[src/verilog/box_pkg.sv]
package box_pkg;

    // Active video area
    localparam int H_ACT = 1280;
    localparam int V_ACT = 720;
    localparam int X_W   = $clog2(H_ACT);
    localparam int Y_W   = $clog2(V_ACT);

    // Box records carried in the UDP payload
    localparam int N_BOX     = 2;
    localparam int REC_BYTES = 6;
    localparam int CAPACITY  = N_BOX * REC_BYTES;
    localparam int CNT_W     = $clog2(CAPACITY + 1);

    // Border thickness in pixels
    localparam int BORDER = 2;

    // Fill indicator stretch for the LED
    localparam int FILL_HOLD = 8;
    localparam int HOLD_W    = $clog2(FILL_HOLD + 1);

    // Expanded color is 8 bits per channel
    localparam int COLOR_W = 24;

    // Record layout, most significant field first
    typedef struct packed {
        logic [X_W-1:0] start_x;
        logic [Y_W-1:0] start_y;
        logic [X_W-1:0] end_x;
        logic [Y_W-1:0] end_y;
        logic [1:0]     red;
        logic [1:0]     green;
        logic [1:0]     blue;
    } box_fields_t;

    // Same 48 bits seen as received bytes or as decoded fields
    // First byte received sits in the top byte of raw
    typedef union packed {
        logic [REC_BYTES-1:0][7:0] raw;
        box_fields_t               fields;
    } box_record_u;

endpackage : box_pkg

[src/verilog/pixel_locator.sv]
module pixel_locator (
    input  logic                      clk,
    input  logic                      i_rst,
    input  logic                      i_vsync,
    input  logic                      i_de,
    input  logic [23:0]               i_rgb,
    output logic                      o_vsync,
    output logic                      o_de,
    output logic [23:0]               o_rgb,
    output logic [box_pkg::X_W-1:0]   o_x,
    output logic [box_pkg::Y_W-1:0]   o_y,
    output logic                      o_frame_start
);

    logic de_rise;
    logic de_fall;
    logic vsync_rise;

    // Previous sample is the registered copy of the stream
    assign de_rise    = i_de && !o_de;
    assign de_fall    = !i_de && o_de;
    assign vsync_rise = i_vsync && !o_vsync;

    always_ff @(posedge clk) begin
        if (i_rst) begin
            o_vsync       <= 1'b0;
            o_de          <= 1'b0;
            o_frame_start <= 1'b0;
            o_x           <= '0;
            o_y           <= '0;
        end else begin
            o_vsync       <= i_vsync;
            o_de          <= i_de;
            o_frame_start <= vsync_rise;

            // Column restarts on each new line
            if (de_rise) begin
                o_x <= '0;
            end else if (i_de) begin
                o_x <= o_x + 1'b1;
            end

            // Row counts finished lines since vsync
            if (vsync_rise) begin
                o_y <= '0;
            end else if (de_fall) begin
                o_y <= o_y + 1'b1;
            end
        end
    end

    // Pixel data
    always_ff @(posedge clk) begin
        o_rgb <= i_rgb;
    end

endmodule : pixel_locator

[src/verilog/udp_reader.sv]
module udp_reader (
    input  logic                                          clk,
    input  logic                                          i_rst,
    input  logic                                          i_rx_valid,
    input  logic [7:0]                                    i_rx_data,
    output logic                                          o_filled,
    output box_pkg::box_record_u [0:box_pkg::N_BOX-1]     o_records,
    output logic                                          o_udp_fill
);

    logic [box_pkg::CNT_W-1:0]  byte_cnt;
    logic [box_pkg::HOLD_W-1:0] hold_cnt;
    logic                       take_byte;
    logic                       last_byte;

    // Bytes past the buffer size are dropped
    assign take_byte = i_rx_valid && (byte_cnt < box_pkg::CNT_W'(box_pkg::CAPACITY));
    assign last_byte = i_rx_valid && (byte_cnt == box_pkg::CNT_W'(box_pkg::CAPACITY - 1));

    always_ff @(posedge clk) begin
        if (i_rst) begin
            byte_cnt <= '0;
            o_filled <= 1'b0;
        end else begin
            o_filled <= last_byte;
            if (!i_rx_valid) begin
                byte_cnt <= '0;
            end else if (take_byte) begin
                byte_cnt <= byte_cnt + 1'b1;
            end
        end
    end

    // Byte shift through the records, record 0 ends up holding the first six bytes
    always_ff @(posedge clk) begin
        if (take_byte) begin
            for (int i = 0; i < box_pkg::N_BOX - 1; i++) begin
                o_records[i].raw <= {o_records[i].raw[box_pkg::REC_BYTES-2:0],
                                     o_records[i+1].raw[box_pkg::REC_BYTES-1]};
            end
            o_records[box_pkg::N_BOX-1].raw <=
                {o_records[box_pkg::N_BOX-1].raw[box_pkg::REC_BYTES-2:0], i_rx_data};
        end
    end

    // LED stretch, retriggered by each fill
    always_ff @(posedge clk) begin
        if (i_rst) begin
            hold_cnt <= '0;
        end else if (last_byte) begin
            hold_cnt <= box_pkg::HOLD_W'(box_pkg::FILL_HOLD);
        end else if (hold_cnt != '0) begin
            hold_cnt <= hold_cnt - 1'b1;
        end
    end

    assign o_udp_fill = (hold_cnt != '0);

endmodule : udp_reader

[src/verilog/udp_parser.sv]
module udp_parser (
    input  logic                                            clk,
    input  logic                                            i_rst,
    input  logic                                            i_filled,
    input  box_pkg::box_record_u [0:box_pkg::N_BOX-1]       i_records,
    input  logic                                            i_frame_start,
    output logic [box_pkg::N_BOX*box_pkg::X_W-1:0]          o_start_xs,
    output logic [box_pkg::N_BOX*box_pkg::Y_W-1:0]          o_start_ys,
    output logic [box_pkg::N_BOX*box_pkg::X_W-1:0]          o_end_xs,
    output logic [box_pkg::N_BOX*box_pkg::Y_W-1:0]          o_end_ys,
    output logic [box_pkg::N_BOX*box_pkg::COLOR_W-1:0]      o_colors
);

    logic [box_pkg::N_BOX*box_pkg::X_W-1:0]     dec_start_xs, pend_start_xs;
    logic [box_pkg::N_BOX*box_pkg::Y_W-1:0]     dec_start_ys, pend_start_ys;
    logic [box_pkg::N_BOX*box_pkg::X_W-1:0]     dec_end_xs, pend_end_xs;
    logic [box_pkg::N_BOX*box_pkg::Y_W-1:0]     dec_end_ys, pend_end_ys;
    logic [box_pkg::N_BOX*box_pkg::COLOR_W-1:0] dec_colors, pend_colors;

    // Decode each record, 2-bit channels repeated up to 8 bits
    always_comb begin
        for (int i = 0; i < box_pkg::N_BOX; i++) begin
            dec_start_xs[i*box_pkg::X_W +: box_pkg::X_W] = i_records[i].fields.start_x;
            dec_start_ys[i*box_pkg::Y_W +: box_pkg::Y_W] = i_records[i].fields.start_y;
            dec_end_xs[i*box_pkg::X_W +: box_pkg::X_W]   = i_records[i].fields.end_x;
            dec_end_ys[i*box_pkg::Y_W +: box_pkg::Y_W]   = i_records[i].fields.end_y;
            dec_colors[i*box_pkg::COLOR_W +: box_pkg::COLOR_W] =
                {{4{i_records[i].fields.red}},
                 {4{i_records[i].fields.green}},
                 {4{i_records[i].fields.blue}}};
        end
    end

    // Pending set loads on fill, active set swaps in at frame start
    always_ff @(posedge clk) begin
        if (i_rst) begin
            pend_start_xs <= '0;
            pend_start_ys <= '0;
            pend_end_xs   <= '0;
            pend_end_ys   <= '0;
            pend_colors   <= '0;
            o_start_xs    <= '0;
            o_start_ys    <= '0;
            o_end_xs      <= '0;
            o_end_ys      <= '0;
            o_colors      <= '0;
        end else begin
            if (i_filled) begin
                pend_start_xs <= dec_start_xs;
                pend_start_ys <= dec_start_ys;
                pend_end_xs   <= dec_end_xs;
                pend_end_ys   <= dec_end_ys;
                pend_colors   <= dec_colors;
            end
            if (i_frame_start) begin
                o_start_xs <= pend_start_xs;
                o_start_ys <= pend_start_ys;
                o_end_xs   <= pend_end_xs;
                o_end_ys   <= pend_end_ys;
                o_colors   <= pend_colors;
            end
        end
    end

endmodule : udp_parser

[src/verilog/box_overlay.sv]
module box_overlay (
    input  logic                                        clk,
    input  logic                                        i_rst,
    input  logic                                        i_vsync,
    input  logic                                        i_de,
    input  logic [23:0]                                 i_rgb,
    input  logic [box_pkg::X_W-1:0]                     i_x,
    input  logic [box_pkg::Y_W-1:0]                     i_y,
    input  logic [box_pkg::N_BOX*box_pkg::X_W-1:0]      i_start_xs,
    input  logic [box_pkg::N_BOX*box_pkg::Y_W-1:0]      i_start_ys,
    input  logic [box_pkg::N_BOX*box_pkg::X_W-1:0]      i_end_xs,
    input  logic [box_pkg::N_BOX*box_pkg::Y_W-1:0]      i_end_ys,
    input  logic [box_pkg::N_BOX*box_pkg::COLOR_W-1:0]  i_colors,
    output logic                                        o_vsync,
    output logic                                        o_de,
    output logic [23:0]                                 o_rgb
);

    logic [box_pkg::X_W-1:0] sx;
    logic [box_pkg::X_W-1:0] ex;
    logic [box_pkg::Y_W-1:0] sy;
    logic [box_pkg::Y_W-1:0] ey;
    logic                    in_x;
    logic                    in_y;
    logic                    near_edge;
    logic [23:0]             pix_rgb;

    // Walk boxes from the top index down so box 0 has the final say
    always_comb begin
        pix_rgb   = i_rgb;
        sx        = '0;
        ex        = '0;
        sy        = '0;
        ey        = '0;
        in_x      = 1'b0;
        in_y      = 1'b0;
        near_edge = 1'b0;
        for (int i = box_pkg::N_BOX - 1; i >= 0; i--) begin
            sx = i_start_xs[i*box_pkg::X_W +: box_pkg::X_W];
            ex = i_end_xs[i*box_pkg::X_W +: box_pkg::X_W];
            sy = i_start_ys[i*box_pkg::Y_W +: box_pkg::Y_W];
            ey = i_end_ys[i*box_pkg::Y_W +: box_pkg::Y_W];

            // An inverted box never passes both range checks
            in_x = (i_x >= sx) && (i_x <= ex);
            in_y = (i_y >= sy) && (i_y <= ey);

            // Distances are only meaningful inside the box
            near_edge = ((i_x - sx) < box_pkg::X_W'(box_pkg::BORDER)) ||
                        ((ex - i_x) < box_pkg::X_W'(box_pkg::BORDER)) ||
                        ((i_y - sy) < box_pkg::Y_W'(box_pkg::BORDER)) ||
                        ((ey - i_y) < box_pkg::Y_W'(box_pkg::BORDER));

            if (i_de && in_x && in_y && near_edge) begin
                pix_rgb = i_colors[i*box_pkg::COLOR_W +: box_pkg::COLOR_W];
            end
        end
    end

    always_ff @(posedge clk) begin
        if (i_rst) begin
            o_vsync <= 1'b0;
            o_de    <= 1'b0;
        end else begin
            o_vsync <= i_vsync;
            o_de    <= i_de;
        end
    end

    always_ff @(posedge clk) begin
        o_rgb <= pix_rgb;
    end

endmodule : box_overlay

[src/verilog/box_overlay_top.sv]
module box_overlay_top (
    input  logic        clk,
    input  logic        i_rst,
    input  logic        i_rx_valid,
    input  logic [7:0]  i_rx_data,
    input  logic        i_vsync,
    input  logic        i_de,
    input  logic [23:0] i_rgb,
    output logic        o_vsync,
    output logic        o_de,
    output logic [23:0] o_rgb,
    output logic        o_udp_fill
);

    // Receive path
    logic                                        filled;
    box_pkg::box_record_u [0:box_pkg::N_BOX-1]   records;
    logic [box_pkg::N_BOX*box_pkg::X_W-1:0]      box_start_xs;
    logic [box_pkg::N_BOX*box_pkg::Y_W-1:0]      box_start_ys;
    logic [box_pkg::N_BOX*box_pkg::X_W-1:0]      box_end_xs;
    logic [box_pkg::N_BOX*box_pkg::Y_W-1:0]      box_end_ys;
    logic [box_pkg::N_BOX*box_pkg::COLOR_W-1:0]  box_colors;

    // Pixel path
    logic                    pix_vsync;
    logic                    pix_de;
    logic [23:0]             pix_rgb;
    logic [box_pkg::X_W-1:0] pix_x;
    logic [box_pkg::Y_W-1:0] pix_y;
    logic                    frame_start;

    udp_reader u_udp_reader (
        .clk       (clk       ),
        .i_rst     (i_rst     ),
        .i_rx_valid(i_rx_valid),
        .i_rx_data (i_rx_data ),
        .o_filled  (filled    ),
        .o_records (records   ),
        .o_udp_fill(o_udp_fill)
    );

    udp_parser u_udp_parser (
        .clk          (clk         ),
        .i_rst        (i_rst       ),
        .i_filled     (filled      ),
        .i_records    (records     ),
        .i_frame_start(frame_start ),
        .o_start_xs   (box_start_xs),
        .o_start_ys   (box_start_ys),
        .o_end_xs     (box_end_xs  ),
        .o_end_ys     (box_end_ys  ),
        .o_colors     (box_colors  )
    );

    pixel_locator u_pixel_locator (
        .clk          (clk        ),
        .i_rst        (i_rst      ),
        .i_vsync      (i_vsync    ),
        .i_de         (i_de       ),
        .i_rgb        (i_rgb      ),
        .o_vsync      (pix_vsync  ),
        .o_de         (pix_de     ),
        .o_rgb        (pix_rgb    ),
        .o_x          (pix_x      ),
        .o_y          (pix_y      ),
        .o_frame_start(frame_start)
    );

    box_overlay u_box_overlay (
        .clk       (clk         ),
        .i_rst     (i_rst       ),
        .i_vsync   (pix_vsync   ),
        .i_de      (pix_de      ),
        .i_rgb     (pix_rgb     ),
        .i_x       (pix_x       ),
        .i_y       (pix_y       ),
        .i_start_xs(box_start_xs),
        .i_start_ys(box_start_ys),
        .i_end_xs  (box_end_xs  ),
        .i_end_ys  (box_end_ys  ),
        .i_colors  (box_colors  ),
        .o_vsync   (o_vsync     ),
        .o_de      (o_de        ),
        .o_rgb     (o_rgb       )
    );

endmodule : box_overlay_top

[config.mk]
export PLATFORM = sky130hd
export DESIGN_NAME = box_overlay_top
export DESIGN_NICKNAME = d
export VERILOG_FILES = /design/src/verilog/box_pkg.sv /design/src/verilog/pixel_locator.sv /design/src/verilog/udp_reader.sv /design/src/verilog/udp_parser.sv /design/src/verilog/box_overlay.sv /design/src/verilog/box_overlay_top.sv
export SDC_FILE = /design/constraint.sdc
export NUM_CORES = 1
export LEC_CHECK = 0
export CAP_MARGIN = 20
export CORE_ASPECT_RATIO = 1.25
export CORE_UTILIZATION = 45
export DETAILED_ROUTE_END_ITERATION = 6
export DONT_BUFFER_PORTS = 1
export GPL_TIMING_DRIVEN = 0
export HOLD_SLACK_MARGIN = 0.12
export PLACE_DENSITY = 0.7
export SYNTH_ARGS = -nofsm -noshare
export SYNTH_HDL_FRONTEND = slang
export SYNTH_HIERARCHICAL = 1
export SYNTH_SLANG_ARGS = --single-unit
[constraint.sdc]
create_clock -name clk -period 5.2 [get_ports clk]
set_input_delay 0.26 -clock clk [delete_from_list [all_inputs] [get_ports clk]]
set_output_delay 0.26 -clock clk [all_outputs]
set_load 0.005 [all_outputs]
==> results of run 1 <==
[cells in the mapped netlist, drive strengths merged (5+ instances only)]
cell type    n
a2111oi      6
a211oi       6
a21boi       7
a21oi       71
a221oi       5
a31oi       10
and3         5
buf         68
clkbuf      22
dfxtp      275
edfxtp      96
fa           8
ha          89
inv        114
mux2        49
mux2i      204
nand2       35
nand2b      19
nand3       19
nand3b       5
nand4       17
nor2       248
nor2b       10
nor3        19
nor3b        6
nor4         7
o2111ai      7
o21a         8
o21ai       64
o21bai       9
o221ai       5
o22ai       13
o31ai       10
or3         10
or4          9
xnor2       13
xor2        13
[sequential cells by signal, indices dropped and copies added, names as in the netlist, 4 cells and up]
name / count
u_box_overlay/o_rgb: 24
u_pixel_locator/o_rgb: 24
u_pixel_locator/o_x: 11
u_pixel_locator/o_y: 10
u_udp_parser/o_colors: 12
u_udp_parser/o_end_xs: 22
u_udp_parser/o_end_ys: 20
u_udp_parser/o_start_xs: 22
u_udp_parser/o_start_ys: 20
u_udp_parser/pend_colors: 12
u_udp_parser/pend_end_xs: 22
u_udp_parser/pend_end_ys: 20
u_udp_parser/pend_start_xs: 22
u_udp_parser/pend_start_ys: 20
u_udp_reader/byte_cnt: 4
u_udp_reader/hold_cnt: 4
u_udp_reader/o_records: 96
[worst max-delay path by stage]
stage | endpoint | depth (start not counted)
floorplan | u_box_overlay/o_rgb[10] | 12
finish | u_box_overlay/o_rgb[4] | 12
global placement | u_box_overlay/o_rgb[17] | 11
CTS | u_box_overlay/o_rgb[4] | 12
detailed placement | u_box_overlay/o_rgb[12] | 12
global route | u_box_overlay/o_rgb[21] | 12
[layout make-up]
cell class	count	area share [%]
clock buffer	45	5.00
sequential	371	43.0
clock inverter	19	1.15
inverter	114	2.19
multi-input combinational	1046	40.0
antenna	1	0.0128
timing repair buffer	39	2.06
tap	486	3.11
buffer	90	3.51
[metrics by stage]
step / std cells / setup WS [ps]
after floorplan: 1621 / 1860
after global placement: 2107 / 514
after detailed placement: 2109 / 840
after CTS: 2210 / 809
after global routing: 2210 / 676
final: 2211 / 867
[power breakdown]
group	leakage (nW)	internal (mW)	switching, mW
clock	0.577	1.54	1.11
combinational	3.80	0.181	0.203
sequential	3.17	3.05	0.0646
total	7.55	4.78	1.38
[worst max-delay path, delay by kind of cell (launching register included)]
family	cells	cell delay (ps)
AOI/OAI and AO/OA	6	1750
buffers and inverters	2	760
DFF	1	670
adders and majority gates	1	370
muxes	1	330
xor gates and xnor gates	1	160
and+or+nand+nor	1	140
[routing by layer]
layer / vias to the layer above / GRT usage (%)
li1: 5868 / -
met1: 5706 / 24.7
met2: 251 / 38.8
met3: 96 / 3.38
met4: 0 / 11.7
met5: - / 0
[logic make-up (layout without fill, tap and decap cells)]
| family | after synthesis | after routing | synth area share, % |
|---|---|---|---|
| other | 0 | 1 | 0 |
| buffers and inverters | 204 | 307 | 6.43 |
| flip-flops | 371 | 371 | 48.5 |
| adder cells (fa/ha/maj) | 97 | 97 | 7.36 |
| XOR/XNOR | 26 | 26 | 1.32 |
| AND/OR/NAND/NOR | 421 | 421 | 11.3 |
| multiplexers | 253 | 253 | 15.9 |
| AO/OA/AOI/OAI | 249 | 249 | 9.32 |
==> results.md, run 1 <==
- Prevailing post-synth register cell: dfxtp_1
- Initial antenna violation count: 0
- Max Freq: between 0.2 and 0.25 GHz
- Commonest non-fill, non-tap cells in the layout: dfxtp_1, nor2_1, mux2i_1
- Crit path max-delay cell type: o31ai_2
- Library cells used by synthesis: 80
- Fin util: slightly above 50%
- Highest routed layer: met4
- DR pass1 iterations: 5
- FF-to-FF path depth: 12
- Startpoint Class: flop
- TritonCTS Buffers: 35
- Post-synth EDFFs: 96
- Cell area power density: approximately 320 nW/um2
- Port bufs: 0
- Area of placed instances: 18000 um2
- CORE AREA: approximately 38000 um2
- Minimum clock period: ~4300 ps
- Crit Path Class: flop to flop
- Hold path endpoint: u_udp_parser/o_end_ys[19]
- Endpoint class of the critical path: flop
- LEAKAGE: 7.55 nW
- DIE WIDTH: around 180 um
- Worst-path clk slew: 70 ps
- Initial cell density of the core: 46.1%
- Worst slew pin tran: 1150 ps
- CP arrival: between 4000 and 5000 ps
- Multi-input gate area: between 7000 and 8000 um2
- Met3 Wirelength: around 1700 um
- Total power: slightly above 6 mW
- Max Cap Viol: 0
- R2r setup slk: slightly below 900 ps
- Clk sinks: about 370
- Seq. cell area: between 8000 and 9000 um2
- CP peak stage delay: 750 ps
- Nets: roughly 1800
- Worst hold path depth: 2
- RSZ-0062 raised after global routing: false
- CTS tree: done
- R2r endpoint: u_box_overlay/o_rgb[4]
- Total of warnings raised by yosys: 6
- Drt wl/cell: 19.3 um
- Post-Synthesis Cells: roughly 1600
- Post-Syn Area per Cell: ~11 um2
- Critical path fanouts, max: 10
- Met2 wire len: around 22000 um
- Type of the worst min-delay path: input pin to flop
- Syn_nets: between 1500 and 2000
- GRT overflow: 0
- Synth top area share: 31.8%
- Crit path launch: u_pixel_locator/o_x[1]
- Vias in the first global route: 12000
- Die height: 221 um
- Die ar.: a little under 40000 um2
- Post-cts hold buffer count: 37
- Syn Std Cell Area: ~17000 um2
- Final-layout fill cell count: between 3000 and 4000
- Routed Antenna Nets: 0
- 1st-iter DRT viols: about 670
- Vias per cell: approximately 5.4
- Gr usage total: a little over a fifth
- Pins Over Slew Limit: 0
- Final-report hold violation count: 0
- DR vias: roughly 12000
- Fraction of layout cells with a size suffix above 1: 11.1%
- H-tree depth: 2
- Drt drc: 0
- Slew Limit Headroom: around a fifth
- Status: complete, no violations
- Crit share post-route: a little over four fifths
- Worst VDD drop: around 0.28 mV
- Sequential-to-total area share from yosys stat: approximately half
- Commonest non-fill, non-tap cell in the layout: dfxtp_1
- HPWL after DPL: about 32000 um
- Final non-filler cell area: between 15000 and 20000 um2
- Setup bufs post-CTS: 0
- Synth area leaders: dfxtp_1, edfxtp_1, mux2i_1
- Clk buf depth: 3
- Fraction of registers with async set/reset: 0%
- Final number of setup-violating endpoints: 0
- Row count: between 70 and 80
- Cell taking the most area after synthesis: dfxtp_1
- Met1 WL: about 17000 um
- Post_cts resized: 0
- Crit-path cells: inv_1 > ha_1 > nor2b_1 > o31a_1 > o22ai_1 > o21ai_1 > xnor2_1 > a211o_1 > o41ai_1 > o31ai_2 > buf_2 > mux2_4
- Hold_sp: i_rst
- Largest net degree at the start of global routing: between 50 and 60
- FF+latch count, synth: about 370
- First-pass GRT wire length: roughly 66000 um
- Hold_ws: approximately 230 ps
- RD Place Congestion: roughly 0.88
- Required time worst endpoint: about 5600 ps
- Reg2reg start: u_pixel_locator/o_x[1]
- Layout Skew: between 15 and 20 ps
- Total Wirelength: 42700 um
- CTS root buf: clkbuf_16
- Area growth, synth to finish: 12.8%
- Io pins: between 60 and 70
- Clock Latency Late Sink: 530 ps
- Setup TNS: 0 ps
Power figures use the tool's default switching activity.
==> inputs of run 2 (changes only) <==
ABC_AREA = 1   (was default)
clock period = 4.3 ns   (was 5.2 ns; I/O delays follow)
==> run 2 against run 1 <==
Compared with the run above:
- final area grew 15%
- register-to-register slack improved by 60 ps
- sequential share of layout area is 5.5 points lower
- first-iteration DRC count rose by 58%
- global-route usage increased by 1.0 points
- synthesized cell count increased by 73%
- critical path depth rose by 5
- sequential cell count did not move
- wire length is 19% higher
==> results.md, run 2 <==
- Status: complete, no violations
- Type of the worst min-delay path: input pin to flop
- FF+latch count, synth: 371 (unchanged)
- Layout Skew: 19.7 ps (+3.32 ps)
- Crit path max-delay cell type: dfxtp_1
- Synth top area share: 27.9% (-3.9 points)
- Ant diodes: 0 (-1)
- Hold_ws: 198 ps (-33.7 ps)
- Clk buf depth: 3 (unchanged)
- DIE WIDTH: 189 um (+6.7%)
- Clock share of power: 42.1% (-1.1 points)
- Max Freq: 0.296 GHz (+28%)
- CTS root buf: clkbuf_16
- Final non-filler cell area: 22400 um2 (+15%)
- Comb power frac: 14.5% (+8.3 points)
- Max reg flops: 96 (unchanged)
- Initial antenna violation count: 0 (unchanged)
- Register name with the most flops: u_udp_reader/o_records
- Clock Latency Late Sink: 560 ps (+30 ps)
- HPWL after DPL: 40200 um (+27%)
- CP arrival: 3830 ps (-910 ps)
- Row count: 85 (+7.6%)
- Gr usage total: 22.9% (+1.0 points)
- Post_cts resized: 0 (unchanged)
- Largest net degree at the start of global routing: 31 (-45%)
- Drt drc: 0 (unchanged)
- Area growth, synth to finish: 13.3%
- Crit Path Class: flop to flop
- Post-Synthesis Cells: 2805 (+73%)
- RSZ-0062 raised after global routing: false
- Endpoint class of the critical path: flop
- Synth cell count leaders: nand2_1, nor2_1, inv_1, dfxtp_1, nand3_1
- Final number of setup-violating endpoints: 0 (unchanged)
- Synth area leaders: dfxtp_1, nand2_1, edfxtp_1
- Setup bufs post-CTS: 0 (unchanged)
- Post-Syn Area per Cell: 7.04 um2 (-34%)
- Worst-path clk slew: 60 ps (about the same)
- Total Wirelength: 50900 um (+19%)
- Critical path fanouts, max: 10 (unchanged)
- Commonest non-fill, non-tap cell in the layout: nand2_1
- CORE AREA: 43200 um2 (+15%)
- 1st-iter DRT viols: 1064 (+58%)
- Slew Limit Headroom: 50.1% (+29 points)
- Commonest non-fill, non-tap cells in the layout: nand2_1, nor2_1, inv_1
- Final-report hold violation count: 0 (unchanged)
- Top Registers: u_udp_reader/o_records (96), u_box_overlay/o_rgb (24), u_pixel_locator/o_rgb (24)
- Max Cap Viol: 0 (unchanged)
- Io pins: 64 (unchanged)
- Pins Over Slew Limit: 0 (unchanged)
- DR pass1 iterations: 6 (+1)
- Required time worst endpoint: 4750 ps (-860 ps)
- Total power: 8.87 mW (+44%)
- Sw Pwr: 2.31 mW (+67%)
- Die height: 236 um (+6.8%)
- Switching share of power: 26.1% (+3.6 points)
- Vias per cell: 4.73 (-12%)
- LEAKAGE: 10.9 nW (+45%)
- Library cells used by synthesis: 45 (-44%)
- Crit-path leading delay family: simple AND/OR/NAND/NOR gates
- Clk sinks: 371 (unchanged)
- Area of placed instances: 20500 um2 (+14%)
- Startpoint Class: flop
- DR vias: 16472 (+38%)
- Fraction of registers with async set/reset: 0% (unchanged)
- Syn_nets: 2939 (+67%)
- CTS tree: done
- Post-synth EDFFs: 96 (unchanged)
- Setup TNS: 0 ps (unchanged)
- GRT overflow: 0 (unchanged)
- Port bufs: 0 (unchanged)
- Prevailing post-synth register cell: dfxtp_1
- CP bufs+invs: 4 (+2)
- Worst slew pin tran: 746 ps (-406 ps)
- Cell area power density: 397 nW/um2 (+26%)
- Pint: 6.56 mW (+37%)
- Fraction of layout cells with a size suffix above 1: 7.71% (-3.4 points)
- First-pass GRT wire length: 80400 um (+22%)
- RD Place Congestion: 0.933 (+6.4%)
- H-tree depth: 2 (unchanged)
- Initial cell density of the core: 45.7% (-0.34 points)
- Vias in the first global route: 15714 (+31%)
- Crit share post-route: 78.5% (-4.8 points)
- Share of power burned in registers: 43.4% (-7.2 points)
- Cell taking the most area after synthesis: dfxtp_1
- Total of warnings raised by yosys: 6 (unchanged)
- Nets: 3022 (+65%)
- Most frequent cell after synthesis: nand2_1
- Routed Antenna Nets: 0 (unchanged)
- Syn Std Cell Area: 19800 um2 (+14%)
- TritonCTS Buffers: 41 (+17%)
- Drt wl/cell: 14.6 um (-24%)
- Worst VDD drop: 0.390 mV (+38%)
- Minimum clock period: 3380 ps (-956 ps)
- CP peak stage delay: 580 ps (-170 ps)
- Sequential-to-total area share from yosys stat: 42.5% (-6.0 points)
- Die ar.: 44700 um2 (+14%)
- Crit-path cells: inv_1 > ha_1 > inv_1 > fa_1 > nor2_1 > nand2_1 > nor2_1 > nand2_1 > nor2_1 > nand4_1 > nand2_2 > inv_2 > nand2_4 > buf_4 > nand3_1 > nand3_1 > nand2_1
-- run 2: cell types whose count changed in the layout (fill, tap and decap cells not counted), sizes merged, moves of 13 or more --
cell	previous run	this run
mux2	49	0
nor2	248	519
a21oi	71	58
nand3	19	166
nand2b	19	0
o22ai	13	0
inv	115	510
nand2	35	864
nand4	17	37
mux2i	204	0
o21ai	64	15
buf	70	112
-- run 2: power groups by stage --
stage	Sequential [mW]	Clock, mW	Combinational [mW]
floorplan	3.88	0	0.976
global placement	3.93	0	1.20
detailed placement	3.93	0	1.24
CTS	3.86	3.81	1.28
global route	3.87	3.95	1.45
finish	3.85	3.73	1.28
-- run 2: area by class of cell --
cell class	count	area, um2
Buffer	109	966
Clock buffer	61	1250
Clock inverter	14	206
Fill cell	4217	20800
Inverter	511	1920
Multi-Input combinational cell	1814	8490
Sequential cell	371	8390
Tap cell	565	707
Timing Repair Buffer	40	438
-- run 2: metrics by stage --
step,util [%],worst slack (ps),cells
6_report,51.8,923,3485
5_1_grt,51.8,784,3485
4_1_cts,51.8,854,3485
3_5_place_dp,47.6,872,3373
3_3_place_gp,47.4,-382,3370
2_1_floorplan,-,688,2805
-- run 2: final timing paths --
| kind | start | endpoint | slack, ps | depth (start not counted) |
|---|---|---|---|---|
| worst max-delay path | u_pixel_locator/o_y[0] | u_box_overlay/o_rgb[7] | 920 | 17 |
| worst min-delay path | i_rgb[12] | u_pixel_locator/o_rgb[12] | 200 | 1 |
| worst max register to register | u_pixel_locator/o_y[0] | u_box_overlay/o_rgb[7] | 920 | 17 |
| worst min register to register | u_udp_reader/o_records[87] | u_udp_reader/o_records[95] | 430 | 0 |
-- run 2: worst register-to-register path, stage by stage (launching register included) --
cell	delay, ps
dfxtp_1	580
inv_1	180
ha_1	230
inv_1	140
fa_1	450
nor2_1	120
nand2_1	60
nor2_1	90
nand2_1	60
nor2_1	130
nand4_1	350
nand2_2	290
inv_2	70
nand2_4	100
buf_4	170
nand3_1	110
nand3_1	100
nand2_1	60
-- run 2: timing repair --
action,4_1_cts,5_1_grt
endpoints found under the setup margin,0,0
endpoints found under the hold margin,91,0
hold buffers,37,0
-- run 2: routing by layer --
layer	vias up	global-route usage, %	routed length (um)
met1	7409	27.3	21800
met2	359	41.1	25400
met3	81	2.90	1780
met5	-	0	0
met4	0	9.16	1860
li1	8623	-	-
-- run 2: logic make-up after synthesis --
logic type | count (synthesis) | share of synthesized area (%)
simple gates | 1615 | 33.3
buf+inv | 620 | 14.6
flops | 371 | 42.5
fa+ha+maj | 97 | 6.45
compound gates | 92 | 2.73
xor+xnor | 10 | 0.443
==> inputs of run 3 (changes only) <==
ABC_AREA = 0   (was 1)
clock period = 3.3 ns   (was 4.3 ns; I/O delays follow)
==> run 3 against run 2 <==
Compared with the run above:
- the run now ends with negative setup slack left
- clock power rose by 18%
- clock skew rose by 9.7 ps
- worst hold slack got worse by 7.4 ps
- sequential power rose by 27%
- register-to-register slack got worse by 1200 ps
==> results.md, run 3 (same netlist as run 1, synthesis figures left out) <==
- Status: complete, but fails checks
- Failing checks: negative setup slack
- Worst-path clk slew: 70 ps (about the same)
- Clock share of power: 44.0% (+1.9 points)
- CTS root buf: clkbuf_16
- Register name with the most flops: u_udp_reader/o_records
- TritonCTS Buffers: 36 (-12%)
- Post-route setup slack: -288 ps (-1210 ps)
- Vias per cell: 5.49 (+16%)
- Critical path fanouts, max: 6 (-4)
- Max reg flops: 96 (unchanged)
- 1st-iter DRT viols: 805 (-24%)
- Cell area power density: 496 nW/um2 (+25%)
- Placed cells: 2109 (-37%)
- HPWL after DPL: 31500 um (-22%)
- Fraction of layout cells with a size suffix above 1: 14.4% (+6.7 points)
- Total power: 9.96 mW (+12%)
- Startpoint Class: flop
- Clk buf depth: 3 (unchanged)
- Worst hold path depth: 1 (unchanged)
- Port bufs: 0 (unchanged)
- Comb power frac: 6.7% (-7.8 points)
- DR pass1 iterations: 5 (-1)
- Gr usage total: 22.3% (-0.56 points)
- Setup TNS: -6510 ps (-6510 ps)
- CP arrival: 4000 ps (+170 ps)
- Total Wirelength: 43600 um (-14%)
- Endpoint class of the critical path: flop
- Worst VDD drop: 0.606 mV (+55%)
- Top Registers: u_udp_reader/o_records (96), u_box_overlay/o_rgb (24), u_pixel_locator/o_rgb (24)
- CTS tree: done
- Commonest non-fill, non-tap cell in the layout: dfxtp_1
- Die ar.: 39300 um2 (-12%)
- Post-route insts no fill: 2226 (-36%)
- Nets: 1845 (-39%)
- Reg2reg start: u_pixel_locator/o_x[5]
- LEAKAGE: 7.77 nW (-29%)
- Pins Over Slew Limit: 0 (unchanged)
- RD Place Congestion: 0.875 (-6.1%)
- Area growth, synth to finish: 16.1%
- Largest net degree at the start of global routing: 53 (+71%)
- R2r setup slk: -290 ps (-1210 ps)
- Io pins: 64 (unchanged)
- R2r endpoint: u_box_overlay/o_rgb[8]
- Max Cap Viol: 0 (unchanged)
- Minimum clock period: 3590 ps (+211 ps)
- Layout Skew: 29.4 ps (+9.73 ps)
- Vias in the first global route: 12339 (-21%)
- Die height: 221 um (-6.3%)
- CORE AREA: 37600 um2 (-13%)
- Sw Pwr: 2.18 mW (-5.6%)
- Switching share of power: 21.9% (-4.2 points)
- Initial antenna violation count: 1 (+1)
- Routed Antenna Nets: 0 (unchanged)
- Hold path endpoint: u_pixel_locator/o_rgb[13]
- Type of the worst min-delay path: input pin to flop
- H-tree depth: 2 (unchanged)
- Crit Path Class: flop to flop
- Row count: 79 (-7.1%)
- Drt drc: 0 (unchanged)
- Fin util: 53.5% (+1.7 points)
- Initial cell density of the core: 46.1% (+0.34 points)
- Required time worst endpoint: 3710 ps (-1040 ps)
- Crit share post-route: 109% (+30 points)
- Worst slew pin tran: 843 ps (+97.0 ps)
- Final number of setup-violating endpoints: 24 (+24)
- Drt wl/cell: 19.6 um (+34%)
- DR vias: 12222 (-26%)
- Clk sinks: 371 (unchanged)
- RSZ-0062 raised after global routing: true
- Pint: 7.78 mW (+19%)
- GRT overflow: 0 (unchanged)
- Commonest non-fill, non-tap cells in the layout: dfxtp_1, nor2_1, mux2i_1
- DIE WIDTH: 177 um (-6.3%)
- Final-report hold violation count: 0 (unchanged)
- First-pass GRT wire length: 67600 um (-16%)
- Max Freq: 0.279 GHz (-5.9%)
- Slew Limit Headroom: 43.8% (-6.3 points)
- Area of placed instances: 18000 um2 (-13%)
- Share of power burned in registers: 49.2% (+5.8 points)
- Clock Latency Late Sink: 540 ps (-20 ps)
- Final non-filler cell area: 20100 um2 (-10%)
- FF-to-FF path depth: 13 (-4)
- Hold_sp: i_rgb[13]
[run 3: cell types whose count changed in the layout (fill, tap and decap cells not counted), sizes merged, moves of 12 or more]
cell    before  now
nand3      166   19
nand2      864   35
clkbuf      61   73
mux2         0   49
nand4       37   17
buf        112   85
nor2       519  248
o21ai       15   64
mux2i        0  204
a21oi       58   71
o22ai        0   13
nand2b       0   19
inv        510  114
[run 3: per-layer routing]
metal	routed length, um	track usage [%]	share of wire, %	vias up
met2	22600	40.6	52	307
met1	17400	25.4	40	5905
li1	-	-	-	5911
met5	0	0	0	-
met4	2090	10.9	4.8	0
met3	1520	2.73	3.5	99
[run 3: metrics by stage]
step	setup slack, ps	hold slack (ps)
2_1_floorplan	38.9	193
3_3_place_gp	-1290	193
3_5_place_dp	-925	193
4_1_cts	-218	169
5_1_grt	-331	168
6_report	-288	191
[run 3: what timing repair did]
item                                    in CTS  in global routing
setup buffers                                9                  3
endpoints found under the setup margin      24                 24
hold buffers                                37                  0
pin swaps                                   16                 13
gates cloned                                 4                  0
hold endpoints to repair                    70                  0
resized for setup                           54                 24
[run 3: layout make-up]
cell class / count / area, um2
antenna: 1 / 2.50
fill: 3235 / 17500
timing repair buffer: 55 / 617
sequential: 371 / 8420
multi-input combinational: 1046 / 8010
tap: 486 / 608
buffer: 87 / 704
clock buffer: 54 / 1100
clock inverter: 12 / 184
inverter: 114 / 438
[run 3: power by group through the flow]
stage               clock [mW]  combinational [mW]  sequential (mW)
finish                    4.39               0.670             4.90
global route              4.66               0.719             4.91
CTS                       4.45               0.660             4.91
detailed placement           0               0.563             5.01
global placement             0               0.542             5.02
floorplan                    0               0.437             4.96
[run 3: worst max-delay path, cell delays in order, from the launching register on]
cell and delay, ps:
dfxtp_4 400, inv_1 140, ha_1 290, or2_1 270
or3_1 350, o21ai_2 220, mux2_1 350, a21oi_1 150
a32o_2 300, o211ai_4 110, buf_12 180, buf_12 140
mux2_4 300, mux2_4 260
[run 3: worst max path at each step]
stage                                 startpoint  slack, ps                 endpoint
final                     u_pixel_locator/o_x[5]       -290   u_box_overlay/o_rgb[8]
after global routing      u_pixel_locator/o_x[0]       -330   u_box_overlay/o_rgb[6]
after CTS                 u_pixel_locator/o_x[0]       -220  u_box_overlay/o_rgb[17]
after detailed placement  u_pixel_locator/o_x[4]       -930   u_box_overlay/o_rgb[8]
after global placement    u_pixel_locator/o_x[4]      -1290   u_box_overlay/o_rgb[8]
after floorplan           u_pixel_locator/o_x[0]         40  u_box_overlay/o_rgb[10]
